===== src/debug_pkg.sv =====
package debug_pkg;

    ////////////////////////////////////////
    // Clocking and UART framing.
    ////////////////////////////////////////

    localparam int CLOCK_FREQ_HZ    = 10_000_000;        // 100 ns system clock.
    localparam int BAUD_RATE        = 115200;
    localparam int OVERSAMPLE       = 16;                // Ticks per UART bit.
    localparam int TICK_DIVISOR     = CLOCK_FREQ_HZ / (OVERSAMPLE * BAUD_RATE);
    localparam int TICK_CNT_WIDTH   = $clog2(TICK_DIVISOR);
    localparam int SAMPLE_CNT_WIDTH = $clog2(OVERSAMPLE); // Tick position in a bit.
    localparam int STOP_BITS        = 2;
    localparam int STOP_CNT_WIDTH   = $clog2(STOP_BITS + 1);
    localparam int BYTE_WIDTH       = 8;
    localparam int BIT_CNT_WIDTH    = $clog2(BYTE_WIDTH);

    ////////////////////////////////////////
    // Program memory.
    ////////////////////////////////////////

    localparam int WORD_WIDTH     = 32;                   // Instruction width.
    localparam int ADDR_WIDTH     = 11;
    localparam int MEM_DEPTH      = 2048;                 // Must be 2**ADDR_WIDTH.
    localparam int BYTES_PER_WORD = WORD_WIDTH / BYTE_WIDTH;
    localparam int OPCODE_WIDTH   = 6;                    // Top bits of a word.
    localparam logic [OPCODE_WIDTH-1:0] HALT_OPCODE = '0;

    typedef logic [BYTE_WIDTH-1:0] byte_t;
    typedef logic [WORD_WIDTH-1:0] word_t;
    typedef logic [ADDR_WIDTH-1:0] addr_t;

    // Host command opcodes, one byte each.
    typedef enum logic [BYTE_WIDTH-1:0] {
        CMD_LOAD  = 8'h01,
        CMD_READ  = 8'h02,
        CMD_CLEAR = 8'h03
    } cmd_e;

    localparam byte_t REPLY_CLEAR_DONE = 8'hA5;
    localparam byte_t REPLY_BAD_CMD    = 8'hEE;  // Unknown opcode.

    // Debug unit states.
    typedef enum logic [2:0] {
        IDLE,
        LOAD_BYTES,
        WRITE_WORD,
        READ_ADDR,
        READ_MEM,
        SEND_BYTES,
        CLEAR_REQ,
        CLEAR_RELEASE
    } state_e;

endpackage


===== src/uart_rx.sv =====
`timescale 1ns/1ps

module uart_rx (
    input  logic             i_clock,
    input  logic             i_rst_n,
    input  logic             i_tick,
    input  logic             i_bit_rx,
    output logic             o_rx_done,
    output debug_pkg::byte_t o_data
);

    import debug_pkg::*;

    typedef enum logic [1:0] {RX_IDLE, RX_START, RX_DATA, RX_STOP} rx_state_e;

    rx_state_e                   state_q;
    logic [2:0]                  sync_q;      // Two sync flops, then edge history.
    logic [SAMPLE_CNT_WIDTH-1:0] tick_cnt_q;  // Ticks since last sample point.
    logic [BIT_CNT_WIDTH-1:0]    bit_cnt_q;
    byte_t                       shift_q;     // LSB arrives first.
    logic                        rx_bit;
    logic                        rx_fall;
    logic                        sample;

    assign rx_bit  = sync_q[1];
    assign rx_fall = sync_q[2] & ~sync_q[1];  // Start of a frame.
    assign sample  = i_tick && (tick_cnt_q == SAMPLE_CNT_WIDTH'(OVERSAMPLE - 1));
    assign o_data  = shift_q;

    // Line idles high.
    always_ff @(posedge i_clock or negedge i_rst_n) begin
        if (!i_rst_n) begin
            sync_q <= '1;
        end else begin
            sync_q <= {sync_q[1:0], i_bit_rx};
        end
    end

    ////////////////////////////////////////
    // Frame FSM.
    ////////////////////////////////////////

    always_ff @(posedge i_clock or negedge i_rst_n) begin
        if (!i_rst_n) begin
            state_q    <= RX_IDLE;
            tick_cnt_q <= '0;
            bit_cnt_q  <= '0;
            o_rx_done  <= 1'b0;
        end else begin
            o_rx_done <= 1'b0;
            case (state_q)
                RX_IDLE: begin
                    tick_cnt_q <= '0;
                    if (rx_fall) state_q <= RX_START;
                end
                RX_START: begin
                    if (i_tick && tick_cnt_q == SAMPLE_CNT_WIDTH'(OVERSAMPLE / 2 - 1)) begin
                        tick_cnt_q <= '0;                         // Realign on mid-bit.
                        bit_cnt_q  <= '0;
                        state_q    <= rx_bit ? RX_IDLE : RX_DATA; // Glitch, not a start.
                    end else if (i_tick) begin
                        tick_cnt_q <= tick_cnt_q + 1'b1;
                    end
                end
                RX_DATA: begin
                    if (i_tick) tick_cnt_q <= tick_cnt_q + 1'b1;  // Wraps every bit.
                    if (sample) begin
                        bit_cnt_q <= bit_cnt_q + 1'b1;
                        if (bit_cnt_q == BIT_CNT_WIDTH'(BYTE_WIDTH - 1)) state_q <= RX_STOP;
                    end
                end
                RX_STOP: begin
                    if (i_tick) tick_cnt_q <= tick_cnt_q + 1'b1;
                    if (sample) begin
                        o_rx_done <= rx_bit;     // Bad stop bit drops the byte.
                        state_q   <= RX_IDLE;
                    end
                end
                default: state_q <= RX_IDLE;
            endcase
        end
    end

    // Data shift register.
    always_ff @(posedge i_clock) begin
        if (state_q == RX_DATA && sample) begin
            shift_q <= {rx_bit, shift_q[BYTE_WIDTH-1:1]};
        end
    end

endmodule


===== config.mk =====
export PLATFORM = sky130hd
export DESIGN_NAME = uart_rx
export DESIGN_NICKNAME = d
export VERILOG_FILES = /design/src/debug_pkg.sv /design/src/uart_rx.sv
export SDC_FILE = /design/constraint.sdc
export NUM_CORES = 1
export LEC_CHECK = 0
export ABC_CLOCK_PERIOD_IN_PS = 1700
export BUFFER_PORTS_ARGS = -buffer_cell sky130_fd_sc_hd__buf_4
export CORE_MARGIN = 1.5
export CORE_UTILIZATION = 30
export DETAILED_ROUTE_END_ITERATION = 8
export GPL_TIMING_DRIVEN = 0
export PLACE_DENSITY = 0.56
export SLEW_MARGIN = 15
export SYNTH_ARGS = -nofsm -noshare
export SYNTH_HDL_FRONTEND = slang
export SYNTH_SLANG_ARGS = --single-unit
export TNS_END_PERCENT = 10

===== constraint.sdc =====
create_clock -name i_clock -period 1.7 [get_ports i_clock]
set_input_delay 0 -clock i_clock [delete_from_list [all_inputs] [get_ports i_clock]]
set_output_delay 0 -clock i_clock [all_outputs]
set_load 0.05 [all_outputs]

Word-level counts from Yosys, hierarchy flattened
Cells that the tools add are included.
Widths: inputs -> output; s select.
{"block": "totals", "reg_bits": 21, "input_bits": 4, "word_cells": 44}
{"block": "classes", "add_sub_neg": 2, "n_eq_ne": 11, "muxes": 15, "n_bitwise": 2, "n_reduce_logical": 8}
{"op": "$mux 2", "count": 6}
{"op": "$pmux 4 s3", "count": 1}
{"op": "$ne 2x2->1 const B", "count": 5}
{"op": "$mux 4", "count": 2}
{"op": "$pmux 2 s4", "count": 1}
{"op": "$mux 3", "count": 2}
{"op": "$pmux 3 s2", "count": 1}
{"op": "$reduce_and 5->1", "count": 1}
{"op": "$add 4x1->4 const B", "count": 1}
{"op": "$eq 2x2->1 const B", "count": 2}
{"op": "$eq 4x3->1 const B", "count": 1}
{"op": "$eq 4x4->1 const B", "count": 1}
{"op": "$add 3x1->3 const B", "count": 1}
{"op": "$eq 3x3->1 const B", "count": 1}
{"op": "$logic_and 1x1->1", "count": 3}
{"op": "$reduce_and 3->1", "count": 1}
{"op": "$eq 2x1->1 const B", "count": 1}
{"op": "$logic_not 2->1", "count": 1}
{"op": "$mux 1", "count": 2}
{"op": "$reduce_bool 2->1", "count": 1}
{"op": "$reduce_or 2->1", "count": 1}
{"op": "$and 1x1->1", "count": 1}
{"op": "$not 1->1", "count": 1}

Depth between registers and ports, before layout
Gate-level depths: netlist of the first run.
{"block": "logic_depth", "depth_word": 4, "ltp_mapped": 5}

Worst setup path before layout of the first run
No wires, ideal clock.
{"block": "synth_path", "path_type": "register to register", "start": "reg tick_cnt_q[0]", "end": "reg shift_q[0], in the netlist o_data[0], enable pin", "setup_time_ns": 0.376, "arrival_ns": 1.188, "required_time_ns": 1.324, "path_slack_ns": 0.136, "stages_incl_launch_ff": 4, "n_path_buf": 0, "path_cell_list": "dfrtp_1 ha_1 nand4_1 nor3_2"}
{"block": "synth_between", "elab_chain_cells": 3}
{"item": "from (decl)", "line_no": "uart_rx.sv:18", "source": "logic [SAMPLE_CNT_WIDTH-1:0] tick_cnt_q;"}
{"item": "from (signal assigned)", "line_no": "uart_rx.sv:62", "source": "tick_cnt_q <= tick_cnt_q + 1'b1;"}
{"item": "from (signal assigned)", "line_no": "uart_rx.sv:66", "source": "if (i_tick) tick_cnt_q <= tick_cnt_q + 1'b1;"}
{"item": "from (signal assigned)", "line_no": "uart_rx.sv:73", "source": "if (i_tick) tick_cnt_q <= tick_cnt_q + 1'b1;"}
{"item": "$eq 4x4->1", "line_no": "uart_rx.sv:27", "source": "assign sample = i_tick && (tick_cnt_q == SAMPLE_CNT_WIDTH'(OVERSAMPLE - 1));"}
{"item": "$logic_and 1x1->1", "line_no": "uart_rx.sv:27"}
{"item": "$logic_and 1x1->1", "line_no": "uart_rx.sv:86", "source": "if (state_q == RX_DATA && sample) begin"}
{"item": "to (signal assigned)", "line_no": "uart_rx.sv:87", "source": "shift_q <= {rx_bit, shift_q[BYTE_WIDTH-1:1]};"}
{"item": "to (decl)", "line_no": "uart_rx.sv:20", "source": "byte_t shift_q;"}
No other way between the ends.
A chain may end at the register's enable or synchronous reset.

Final worst setup path of the first run
{"block": "layout_path", "start": "reg tick_cnt_q[0]", "end": "reg shift_q[1], in the netlist o_data[1], enable pin"}
The elaborated chain is that of the path after synthesis.

==> results.md, run 1 <==
Global route:
- The via count of the first global-routing pass is 501.
- The initial antenna violation count was 0.
- The residual overflow from global routing is 0.
- The wire length of the first global-routing pass is 2170 um.
- The overall fraction of global-route tracks in use is 8.82%.
- Entering global routing, the biggest net connects 14 pins.

Route:
- The DRC marker count from the first detailed-route iteration is 18.
- Wires add up to 1380 um.
- The routed layout has 568 vias.
- The number of optimization iterations in the first detailed-route pass is 4.
- In the routed layout, each cell is associated on average with a via count of 4.94.
- The remaining antenna violation count is 0.
- The DRC violation count after routing is 0.
- The routed length per placed instance is 12.0 um.

Synthesis:
- Summing the areas of all compound-gate instances in the mapped netlist gives 11.0% of the synthesized area.
- The fraction of synthesized cell area in xor and xnor cells is 2.01%.
- The largest family of logic cells by synthesized area is simple AND/OR/NAND/NOR gates.
- Summing the areas of all fa, ha and maj instances in the mapped netlist gives 4.30% of the synthesized area.
- The cell area that synthesis handed to floorplanning was 872 um2.
- Synthesis handed over a netlist of 66 instances.
- The number of warnings issued by yosys is 0.
- Of the synthesized area, sequential elements account for 65.3%.
- The area share of and/or/nand/nor cells after synthesis is 12.3%.
- When the netlist entered floorplanning its net count stood at 73.
- The number of different library cells used by synthesis comes to 27.
- Each instance of the synthesized netlist takes up on average 13.2 um2.
- After synthesis the netlist holds a flip-flop and latch count of 21.
- Multiplexer cells account for 1.15% of the synthesized area.

Floorplan:
- During I/O placement, the number of pins put on the boundary was 13.
- The starting utilization of the core area is 31.6%.
- In this run the vertical extent of the chip is 56.9 um.
- The floorplan has 19 rows.
- The region available for standard cell placement spans 2760 um2.
- The die covers 3240 um2.
- The width of the die is 56.9 um.

Power:
- The static power due to leakage is 0.445 nW.
- The ratio of total power to cell area is 1070 nW/um2.
- The power spent charging and discharging nets is 0.349 mW.
- The cell internal power dissipation is 0.794 mW.
- The sum of internal, switching and leakage power is 1.14 mW.
- VDD sags by at most 741 uV.
- The fraction of power spent switching nets is 30.5%.
- The part of the total power dissipated in sequential elements is 57.7%.
- The combinational power share is 22.3%.
- Of the total power, the clock network draws 20.0%.

Place:
- Detailed placement ended at an HPWL of 976 um.
- The routability congestion estimate from global placement is 0.788.
- The number of port buffers is 11.
- After detailed placement, the total cell area comes to 993 um2.
- The placement-stage worst setup slack is -0.151 ns.

Timing:
- The total count of hold-check failures in the final report is 0.
- Setup repair after global routing left no endpoint under its margin.
- The final period utilization is 90.0%.
- The highest attainable clock frequency is 0.654 GHz.
- The least setup slack across all paths after layout is 0.170 ns.
- The clock skew after layout is 0.00740 ns.
- Setup violations remaining at the end of the flow were counted as 0.
- After layout, the minimum clock period comes to 1.53 ns.
- The final-report max-slew violation count is 0.
- At the pin with the least slew margin, the transition time is 0.258 ns.
- The minimum hold slack is 0.0194 ns.
- Headroom to the max-slew limit came out at 82.8%.

Critical path:
- The startpoint identified for the worst register-to-register timing path is tick_cnt_q[0].
- STA classifies the critical path startpoint as a flop.
- The critical path endpoint category is a flop.
- In this run the worst path has a maximum fanout of 11.
- The worst reg2reg path endpoint is o_data[1].
- At the worst endpoint, the required time is 1.72 ns.
- The worst register-to-register path has a depth of 4.
- Data arrives at the worst endpoint at 1.55 ns.
- In this run the register-to-register setup slack is 0.17 ns.
- The type of the setup path with the least slack is reg -> reg.

Clock network:
- The later pin in the worst-skew pair is clocked with a latency of 0.30 ns.
- The CTS buffer count is 3.
- Counting every sink on the clock net gives 21.
- The TritonCTS clock tree is done.
- The clock root buffer is clkbuf_4.
- The number of buffers between clock root and the deepest sink is 2.
- The clock slew at the register clock pins of the worst setup and hold paths is 0.11 ns.
- The maximum level of the CTS H-tree is 1.

Cells and area:
- The final layout contains 92 nets.
- Relative to the synthesized area, the layout overhead comes to 22.7%.
- The final design area excluding fillers is 1070 um2.
- The antenna diode instance count is 0.
- The filler cell count is 269.
- The share of cells above drive strength 1 is 28.6%.

Worst hold path:
- The start point of the worst min-delay path is i_tick.
- The worst hold path terminates at tick_cnt_q[0].
- Counting instances, the worst hold path has a depth of 3.
- The worst hold path belongs to the class in -> reg.

Run status:
- The run finished with clean final reports.

Job:
- Max-cap violations in this run came to 0.
[synthesized netlist by cell type]
cell	count	share of area (%)
nor3_2	1	1.1
nor3b_1	1	0.86
nand4b_1	1	1.0
mux2i_1	1	1.1
buf_4	1	0.86
nand2b_1	1	0.72
a21oi_1	6	3.4
buf_6	1	1.3
edfxtp_1	8	28
nor3_1	2	1.1
a221o_2	1	1.3
inv_1	4	1.7
ha_1	3	4.3
a2bb2oi_1	1	1.0
dfrtp_1	10	29
xor2_1	1	1.0
nand3_1	1	0.57
and4_1	1	1.0
xnor2_1	1	1.0
a221oi_1	3	3.0
or3b_1	1	1.0
dfstp_2	3	9.0
nand4_1	2	1.4
nor2_1	4	1.7
nand2_1	2	0.86
or2b_1	1	0.86
o21ai_0	4	2.3
[cell type report]
class,count,area [um2],area share [%]
Multi-Input combinational cell,39,278,26.0
Tap cell,31,38.8,3.63
Timing Repair Buffer,14,123,11.5
Clock inverter,1,5.00,0.468
Inverter,4,15.0,1.40
Clock buffer,3,22.5,2.11
Sequential cell,21,569,53.2
Buffer,2,18.8,1.75
[power groups by stage]
stage          clock network, mW  logic (mW)  registers [mW]
3_5_place_dp                   0       0.243           0.669
6_report                   0.229       0.255           0.659
4_1_cts                    0.246       0.257           0.659
3_3_place_gp                   0       0.233           0.667
5_1_grt                    0.259       0.286           0.666
2_1_floorplan                  0       0.194           0.654
[what timing repair did]
| item | CTS | global route |
|---|---|---|
| cloned | 0 | 0 |
| pin swaps | 1 | 1 |
| endpoints found under the hold margin | 14 | 0 |
| gates resized for setup | 2 | 0 |
| setup buffers | 0 | 1 |
| endpoints found under the setup margin | 11 | 11 |
| hold buffers | 2 | 0 |
[flip-flops by register name, indices dropped and copies added (netlist names), named ones only]
name        cells
o_data          8
tick_cnt_q      4
bit_cnt_q       3
sync_q          3
o_rx_done       1
state_q         1
[metal layers]
layer | wire [um] | GRT usage [%] | vias up
met5 | 0 | 0 | -
met4 | 9 | 1.99 | 0
met3 | 59 | 4.15 | 2
met2 | 672 | 13.5 | 9
met1 | 641 | 11.5 | 278
li1 | - | - | 279
[layout by cell type, fill, tap and decap left out, types with 2 or more instances in the layout]
cell            n
o21ai_0         4
a221oi_1        3
dfstp_2         3
clkbuf_4        3
edfxtp_1        8
dfrtp_1        10
nand2_1         2
nand4_1         2
ha_1            2
buf_4          12
nor3_1          2
nor2_1          4
a21oi_1         6
inv_1           4
dlygate4sd3_1   2
[cell families (layout without fill, tap and decap cells)]
family | count (synthesis) | in the layout
compound gates | 15 | 15
buf+inv | 6 | 24
fa+ha+maj | 3 | 3
xor+xnor | 2 | 2
mux | 1 | 1
simple gates | 18 | 18
flops | 21 | 21
[metrics by stage]
stage          instances  TNS, ns  util, %
4_1_cts              114        0     38.1
3_3_place_gp         108    -1.17     36.0
5_1_grt              115        0     38.8
2_1_floorplan         66        0        -
3_5_place_dp         108    -1.63     36.0
6_report             115        0     38.8
[how the worst max path moves through the flow]
| stage | startpoint | to | slack (ns) | cells after the start |
|---|---|---|---|---|
| 2_1_floorplan | tick_cnt_q[0] | o_data[0] | 0.14 | 3 |
| 6_report | tick_cnt_q[0] | o_data[1] | 0.17 | 4 |
| 5_1_grt | tick_cnt_q[0] | o_data[1] | 0.07 | 4 |
| 3_5_place_dp | tick_cnt_q[0] | bit_cnt_q[1] | -0.15 | 4 |
| 4_1_cts | tick_cnt_q[0] | o_data[1] | 0.01 | 3 |
| 3_3_place_gp | tick_cnt_q[0] | o_data[7] | -0.11 | 3 |
[critical path, stage by stage, from the launching register on]
cell and delay [ns]:
dfrtp_1 0.41, ha_2 0.23, nand4_1 0.20, nor3_4 0.25
buf_12 0.16
No activity file was read; power rests on OpenSTA's default activity.
==> run 2, diff against run 1 <==
ABC_AREA = 1   (was not set)
CTS_CLUSTER_SIZE = 28   (was not set)
==> run 2 against run 1 <==
Net effect:
- flip-flop and latch count unchanged
- routed wire length increased by 1.6%
- design area down 1.4%
- global-route usage grew 0.90 points
- fmax rose by 5.3%
- worst setup slack gained 0.078 ns
- clock skew down 0.0011 ns
- sequential power is 5.9% lower
- core utilization is 0.54 points lower
- critical path type unchanged
==> results.md, run 2 <==
Clock network:
- The clock slew at the register clock pins of the worst setup and hold paths is 0.11 ns.
- The number of buffers between clock root and the deepest sink is 2.
- The later pin in the worst-skew pair is clocked with a latency of 0.30 ns.
- In this run the number of H-tree levels came out at 1.
- The number of post-CTS setup repair buffers is 0.
- Clock tree synthesis inserted a total of 3 buffers.
- TritonCTS built the clock tree.
- The clock drives 21 sinks.
- The root buffer cell chosen for the clock tree is clkbuf_4.

Synthesis:
- The synthesized netlist occupies a cell area of 873 um2.
- The number of flops mapped to enable cells by yosys is 8.
- Summed over its instances, the top area cell type makes up 28.7% of the synthesized netlist area.
- The number of nets in the synthesized netlist is 84.
- The proportion of register bits with asynchronous set or reset after synthesis is 61.9%.
- The register bit total from synthesis is 21.
- Synthesis handed over a netlist of 77 instances.
- The register area share after synthesis is 65.2%.
- The most area-hungry cell type in the Yosys netlist is dfrtp_1.
- nand2_1 is the most common cell in the netlist.
- Each instance of the synthesized netlist takes up on average 11.3 um2.
- During synthesis, Yosys emitted a total of 0 warnings.
- After synthesis, the cell types taking the most area are dfrtp_1 29%, edfxtp_1 28%, dfstp_2 9.0%.
- The number of distinct library cell variants in the gate-level netlist after synthesis is 23.
- Counting instances in the post-synthesis netlist gives the leading cell types as 15 x nand2_1, 10 x dfrtp_1, 8 x edfxtp_1.
- Among all flip-flop cells after synthesis, the most frequent one is dfrtp_1.

Critical path:
- The type of the setup path with the least slack is reg -> reg.
- Data on the critical path is required at its endpoint by 1.89 ns.
- The worst register-to-register path has a depth of 6.
- The critical path launch point type is a flop.
- The top fanout value on the critical path is 9.
- The data arrival time at the worst-slack endpoint is 1.64 ns.
- The critical path endpoint category is a flop.

Global route:
- Summed over all layers, the global routing overflow is 0.
- The via count of the first global-routing pass is 539.
- The overall fraction of global-route tracks in use is 9.72%.
- Entering global routing, the biggest net connects 14 pins.
- The first global-routing pass estimated 2400 um of wire.
- The initial antenna violation count is 0.

Power:
- Net switching is 29.8% of the power.
- The static power due to leakage is 0.485 nW.
- The combinational power share is 20.5%.
- The power spent charging and discharging nets is 0.320 mW.
- In this run the power density over the cells is 1020 nW/um2.
- VDD sags by at most 722 uV.
- In this run, flip-flops and latches consume 57.8% of the power.
- The power share of the clock group is 21.7%.
- Cell internal power was estimated by the tool at 0.753 mW.

Timing:
- For the final routed database, the setup TNS stands at 0 ns.
- Setup repair after global routing left no endpoint under its margin.
- The worst path uses 85.4% of the clock period.
- The worst path needs 1.45 ns of the cycle, external delays included.
- The clock skew after layout is 0.00634 ns.
- The highest attainable clock frequency is 0.689 GHz.
- The final-report max-slew violation count is 0.
- The final number of setup-violating endpoints is 0.
- Measured against its own limit, the worst slew margin works out to 80.0%.
- For the pin with the worst max-slew slack, the measured transition is 0.300 ns.
- The total count of hold-check failures in the final report is 0.
- The minimum hold slack is 0.0218 ns.

Place:
- The cell total after placement is 120.
- The cell area after placement is 1000 um2.
- The routability congestion estimate from global placement is 0.736.
- The placed wire-length estimate is 1060 um.
- The number of port buffers is 12.

Cells and area:
- The finished cells cover 1050 um2.
- Compared with the post-synthesis result, the final layout area differs by 20.8%.
- Summing all flip-flop and latch instances after layout gives 569 um2.
- After filler insertion, the fill cell instance count of the layout stands at 279.
- The register with the most flip-flops in the layout has 8 of them.
- The most frequent standard cell in the layout excluding fill and tap cells is nand2_1.
- Leaving out fill and tap cells, the most frequent cells in the layout are 15 x nand2_1, 12 x buf_4, 10 x dfrtp_1.
- The post-route netlist has 32.6% of its cells at a drive strength greater than 1.
- Leaving out filler cells and counting taps, the final layout contains 126.
- The final core area utilization is 38.2%.
- The multi-input gate area in the final layout is 278 um2.
- In the final design database the tool counted 103 nets.
- The antenna diode instance count is 0.

Worst hold path:
- The worst hold path cell count is 3.
- The class of the most critical hold timing path is in -> reg.

Run status:
- The flow ran to the end, and the final reports show no timing, DRC or antenna violations.

Floorplan:
- The area of the core region is 2760 um2.
- The number of top-level pins is 13.
- After floorplanning, the core was divided into 19 placement rows.
- The width of the die is 57.0 um.
- In this run the vertical extent of the chip is 57.0 um.
- The die covers 3240 um2.
- The starting utilization of the core area is 31.7%.

Route:
- The detail route stage leaves a number of antenna-violating nets equal to 0.
- The number of vias after detailed routing is 568.
- In the final routed layout, each cell accounts on average for 11.1 um.
- After the first detailed-routing iteration, the DRC count stood at 6.
- The total length of routed wires is 1400 um.
- Dividing the detail-routed via count by the number of cells gives 4.51.
- After detailed routing, the number of remaining DRC violations is 0.
- The number of optimization iterations in the first detailed-route pass is 4.

Job:
- The number of max-cap violations is 0.
[run 2: changes by cell type in the layout (fill, tap and decap cells not counted), sizes merged, moves of 2 or more]
cell / before / now
nor3: 3 / 1
nand2: 2 / 18
o21ai: 4 / 2
inv: 4 / 7
a221oi: 3 / 0
a21oi: 6 / 1
nor2: 4 / 12
[run 2: cell type report]
class                           count  share of cell area, %
Inverter                            7                   2.49
Multi-Input combinational cell     48                   26.3
Buffer                              1                  0.474
Clock buffer                        3                   2.14
Tap cell                           31                   3.68
Sequential cell                    21                   54.0
Clock inverter                      1                  0.474
Timing Repair Buffer               14                   10.4
[run 2: path summary, 6_finish.rpt]
kind	start	end	slack [ns]
min reg2reg	sync_q[0]	sync_q[1]	0.36
min in group asynchronous	i_rst_n	bit_cnt_q[2]	0.06
max reg2reg	tick_cnt_q[0]	bit_cnt_q[0]	0.25
max in group asynchronous	i_rst_n	sync_q[2]	1.41
min	i_tick	tick_cnt_q[0]	0.02
max	tick_cnt_q[0]	bit_cnt_q[0]	0.25
[run 2: metrics by stage]
step,setup slack (ns),total power [mW]
2_1_floorplan,0.340,0.794
5_1_grt,0.0904,1.15
4_1_cts,0.0754,1.09
3_3_place_gp,0.157,0.838
3_5_place_dp,0.0916,0.848
6_report,0.248,1.07
[run 2: layer usage]
| metal | routed length (um) | global-route usage [%] | up-vias |
|---|---|---|---|
| met5 | 0 | 0 | - |
| met4 | 0 | 1.99 | 0 |
| met3 | 79 | 4.76 | 0 |
| met2 | 678 | 15.9 | 15 |
| met1 | 646 | 11.7 | 263 |
| li1 | - | - | 290 |
[run 2: repair_timing]
item,in CTS,in global routing
hold buffers,2,0
endpoints found under the hold margin,14,0
resized for setup,0,1
endpoints found under the setup margin,0,3
[run 2: power by group through the flow]
stage / combinational [mW] / sequential [mW] / clock (mW)
final: 0.220 / 0.620 / 0.233
after global routing: 0.255 / 0.626 / 0.268
after CTS: 0.222 / 0.619 / 0.246
after detailed placement: 0.219 / 0.629 / 0
after global placement: 0.211 / 0.627 / 0
after floorplan: 0.177 / 0.618 / 0
[run 2: logic make-up after synthesis]
group                    count (synthesis)  share of synthesized area [%]
AO/OA/AOI/OAI                            4                           2.58
XOR/XNOR                                 1                           1.00
adder cells (fa/ha/maj)                  3                           4.30
buffers and inverters                    8                           3.58
flip-flops                              21                           65.2
multiplexers                             1                           1.15
AND/OR/NAND/NOR                         39                           22.2
[run 2: critical path, cell delays in order (launching register included)]
cell     delay, ns
dfrtp_1       0.41
ha_1          0.22
nand4_2       0.21
nor2_4        0.28
nor2_2        0.10
nand2_1       0.07
o31ai_1       0.06
==> run 3, diff against run 2 <==
PLACE_DENSITY = 0.52   (was 0.56)
==> run 3 against run 2 <==
Net effect:
- worst hold slack gained 0.013 ns
- global-route usage shrank 0.31 points
- cell count is the same
- power shrank 0.41%
- fmax grew 0.39%
- design area shrank 0.12%
- clock-buffer cell count grew 1
- core utilization is essentially flat
- first-iteration DRC count grew 50%
==> results.md, run 3 (synthesized netlist as in run 2, its figures left out) <==
Clock network:
- The CTS buffer count is 3.
- The TritonCTS clock tree is done.
- Clock-pin slew was measured on the worst setup and hold paths at 0.10 ns.
- The clock drives 21 sinks.
- In this run the post-CTS setup repair buffer count came out at 0.
- For the worst-skew pair, the clock arrives at the later sink with an insertion delay of 0.29 ns.
- The maximum level of the CTS H-tree is 1.
- Counting along the longest clock path gives a buffer depth of 2.
- The clock root buffer is clkbuf_4.

Timing:
- Static timing analysis puts the maximum clock frequency at 0.691 GHz.
- The total count of hold-check failures in the final report is 0.
- The worst path uses 85.1% of the clock period.
- The least setup slack across all paths after layout is 0.254 ns.
- The headroom to the max-slew limit is 80.7%.
- The final-report max-slew violation count is 0.
- The final number of setup-violating endpoints is 0.
- The sum of negative setup slack is 0 ns.
- At the pin with the least slew margin, the transition time is 0.288 ns.
- Setup repair after global routing left no endpoint under its margin.
- Clock skew on the completed layout was measured at 0.00474 ns.
- The worst path in the final design needs a cycle of 1.45 ns, including I/O delays and setup.

Critical path:
- The critical path launch point type is a flop.
- The setup check on the worst reg-to-reg path leaves a slack of 0.25 ns.
- The signal on the critical path passes through ha_1 -> nand4_2 -> nor2_4 -> nor2_2 -> nand2_1 -> o31ai_1.
- The critical path is of the reg -> reg type.
- Data on the critical path is required at its endpoint by 1.88 ns.
- The critical path starts at tick_cnt_q[0].
- The worst reg2reg path endpoint is bit_cnt_q[0].
- For this design, the slowest cell found on the critical path is dfrtp_1.
- Data arrives at the worst endpoint at 1.63 ns.
- The origin of the critical flop-to-flop path is tick_cnt_q[0].
- The cell class contributing the biggest share of worst-path delay is simple AND/OR/NAND/NOR gates.
- The number of buffers and inverters on the critical path is 0.
- The length in cells of the worst reg-to-reg path is 6.
- STA classifies the critical path endpoint as a flop.
- The delay of the slowest cell on the worst path is 0.40 ns.
- The top fanout value on the critical path is 9.

Power:
- The ratio of total power to cell area is 1010 nW/um2.
- The worst ir drop on vdd is 725 uV.
- The static power due to leakage is 0.482 nW.

Floorplan:
- The initial utilization of the core area, before any placement, comes to 31.7%.
- The number of top-level pins is 13.
- Measured along the y axis, the die boundary spans 57.0 um.
- The die is 57.0 um wide.
- The die area is 3240 um2.
- After floorplanning, the core was sized to cover 2760 um2.
- The number of rows in the core area is 19.

Route:
- The number of optimization iterations in the first detailed-route pass is 4.
- The routed length per placed instance is 10.6 um.
- The final layout contains routed wiring with a total length of 1330 um.
- After detailed routing, the number of remaining DRC violations is 0.
- The via-per-instance ratio is 4.41.
- The number of vias after detailed routing is 556.
- Once detail routing completed, the nets flagged for antenna violations numbered 0.
- The DRC marker count from the first detailed-route iteration is 9.

Global route:
- Entering global routing, the biggest net connects 14 pins.
- The first global-routing pass estimated 2350 um of wire.
- The initial antenna violation count is 0.
- Summed over all layers, the global routing overflow is 0.
- The overall fraction of global-route tracks in use is 9.42%.
- The via count of the first global-routing pass is 522.

Worst hold path:
- The worst hold path passes through 3 cells.
- The endpoint with the worst hold slack is tick_cnt_q[0].
- The worst hold path begins at i_tick.
- The class of the most critical hold timing path is in -> reg.

Cells and area:
- The number of nets in the finished design is 103.
- In the layout the commonest cells are 15 x nand2_1, 12 x buf_4, 10 x dfrtp_1.
- The flip-flop count of the largest register after layout is 8.
- The multi-input gate area in the final layout is 278 um2.
- The post-synthesis to final-layout area growth is 20.6%.
- In the final layout, flip-flops and latches occupy 569 um2.
- The filler cell count is 289.
- In the final layout, the share of cells above drive strength 1 is 31.6%.
- 0 antenna diodes ended up in the layout.
- The most frequent standard cell in the layout excluding fill and tap cells is nand2_1.

Place:
- The number of port buffers is 12.
- Detailed placement finished with a half-perimeter wire length of 988 um.
- The placement-stage worst setup slack is 0.119 ns.
- Routability-driven placement finished with a final weighted congestion of 0.748.

Run status:
- The run finished with clean final reports.

Job:
- Max-cap violations in this run came to 0.
run 3: cell type report:
cell class / count / area share, %
plain buffers: 1 / 0.475
flip-flops and latches: 21 / 54.0
multi-input cells: 48 / 26.4
clock buffers: 4 / 2.49
inverters: 7 / 2.49
repair buffers: 14 / 10.5
well taps: 31 / 3.68
run 3: power by group:
| group | internal (mW) | total (mW) | switching (mW) |
|---|---|---|---|
| sequential | 0.571 | 0.622 | 0.0504 |
| clock | 0.0913 | 0.227 | 0.136 |
| combinational | 0.0947 | 0.220 | 0.125 |
| total | 0.757 | 1.07 | 0.311 |
run 3: per-stage QoR:
| stage | instances | util, % | hold WS (ns) | instance area [um2] | power (mW) |
|---|---|---|---|---|---|
| CTS | 126 | 38.0 | 0.0191 | 1050 | 1.09 |
| global route | 126 | 38.2 | 0.0280 | 1050 | 1.14 |
| global placement | 120 | 36.3 | -0.146 | 1000 | 0.839 |
| floorplan | 77 | - | -0.296 | 873 | 0.794 |
| finish | 126 | 38.2 | 0.0350 | 1050 | 1.07 |
| detailed placement | 120 | 36.3 | -0.148 | 1000 | 0.850 |
run 3: repair_timing:
action,in CTS,in global routing
hold buffers,2,0
gates resized for setup,0,1
endpoints found under the setup margin,0,3
hold endpoints to repair,14,0
run 3: per-layer routing:
layer	track usage [%]	vias to the layer above	routed length, um	part of all wire (%)
li1	-	287	-	-
met2	13.0	15	579	43
met4	1.99	0	0	0
met1	13.4	254	676	51
met3	4.76	0	76	5.7
met5	0	-	0	0
run 3: worst max-delay path by stage:
stage	endpoint	slack [ns]	cells after the start
after floorplan	o_data[0]	0.34	3
after global placement	bit_cnt_q[0]	0.13	6
after detailed placement	bit_cnt_q[0]	0.12	6
after CTS	bit_cnt_q[0]	0.1	6
after global routing	bit_cnt_q[0]	0.13	6
final	bit_cnt_q[0]	0.25	6
run 3: tightest hold or removal path, stage by stage:
cell	delay (ns)
buf_4	0.12
nand2_1	0.05
nor3b_1	0.13
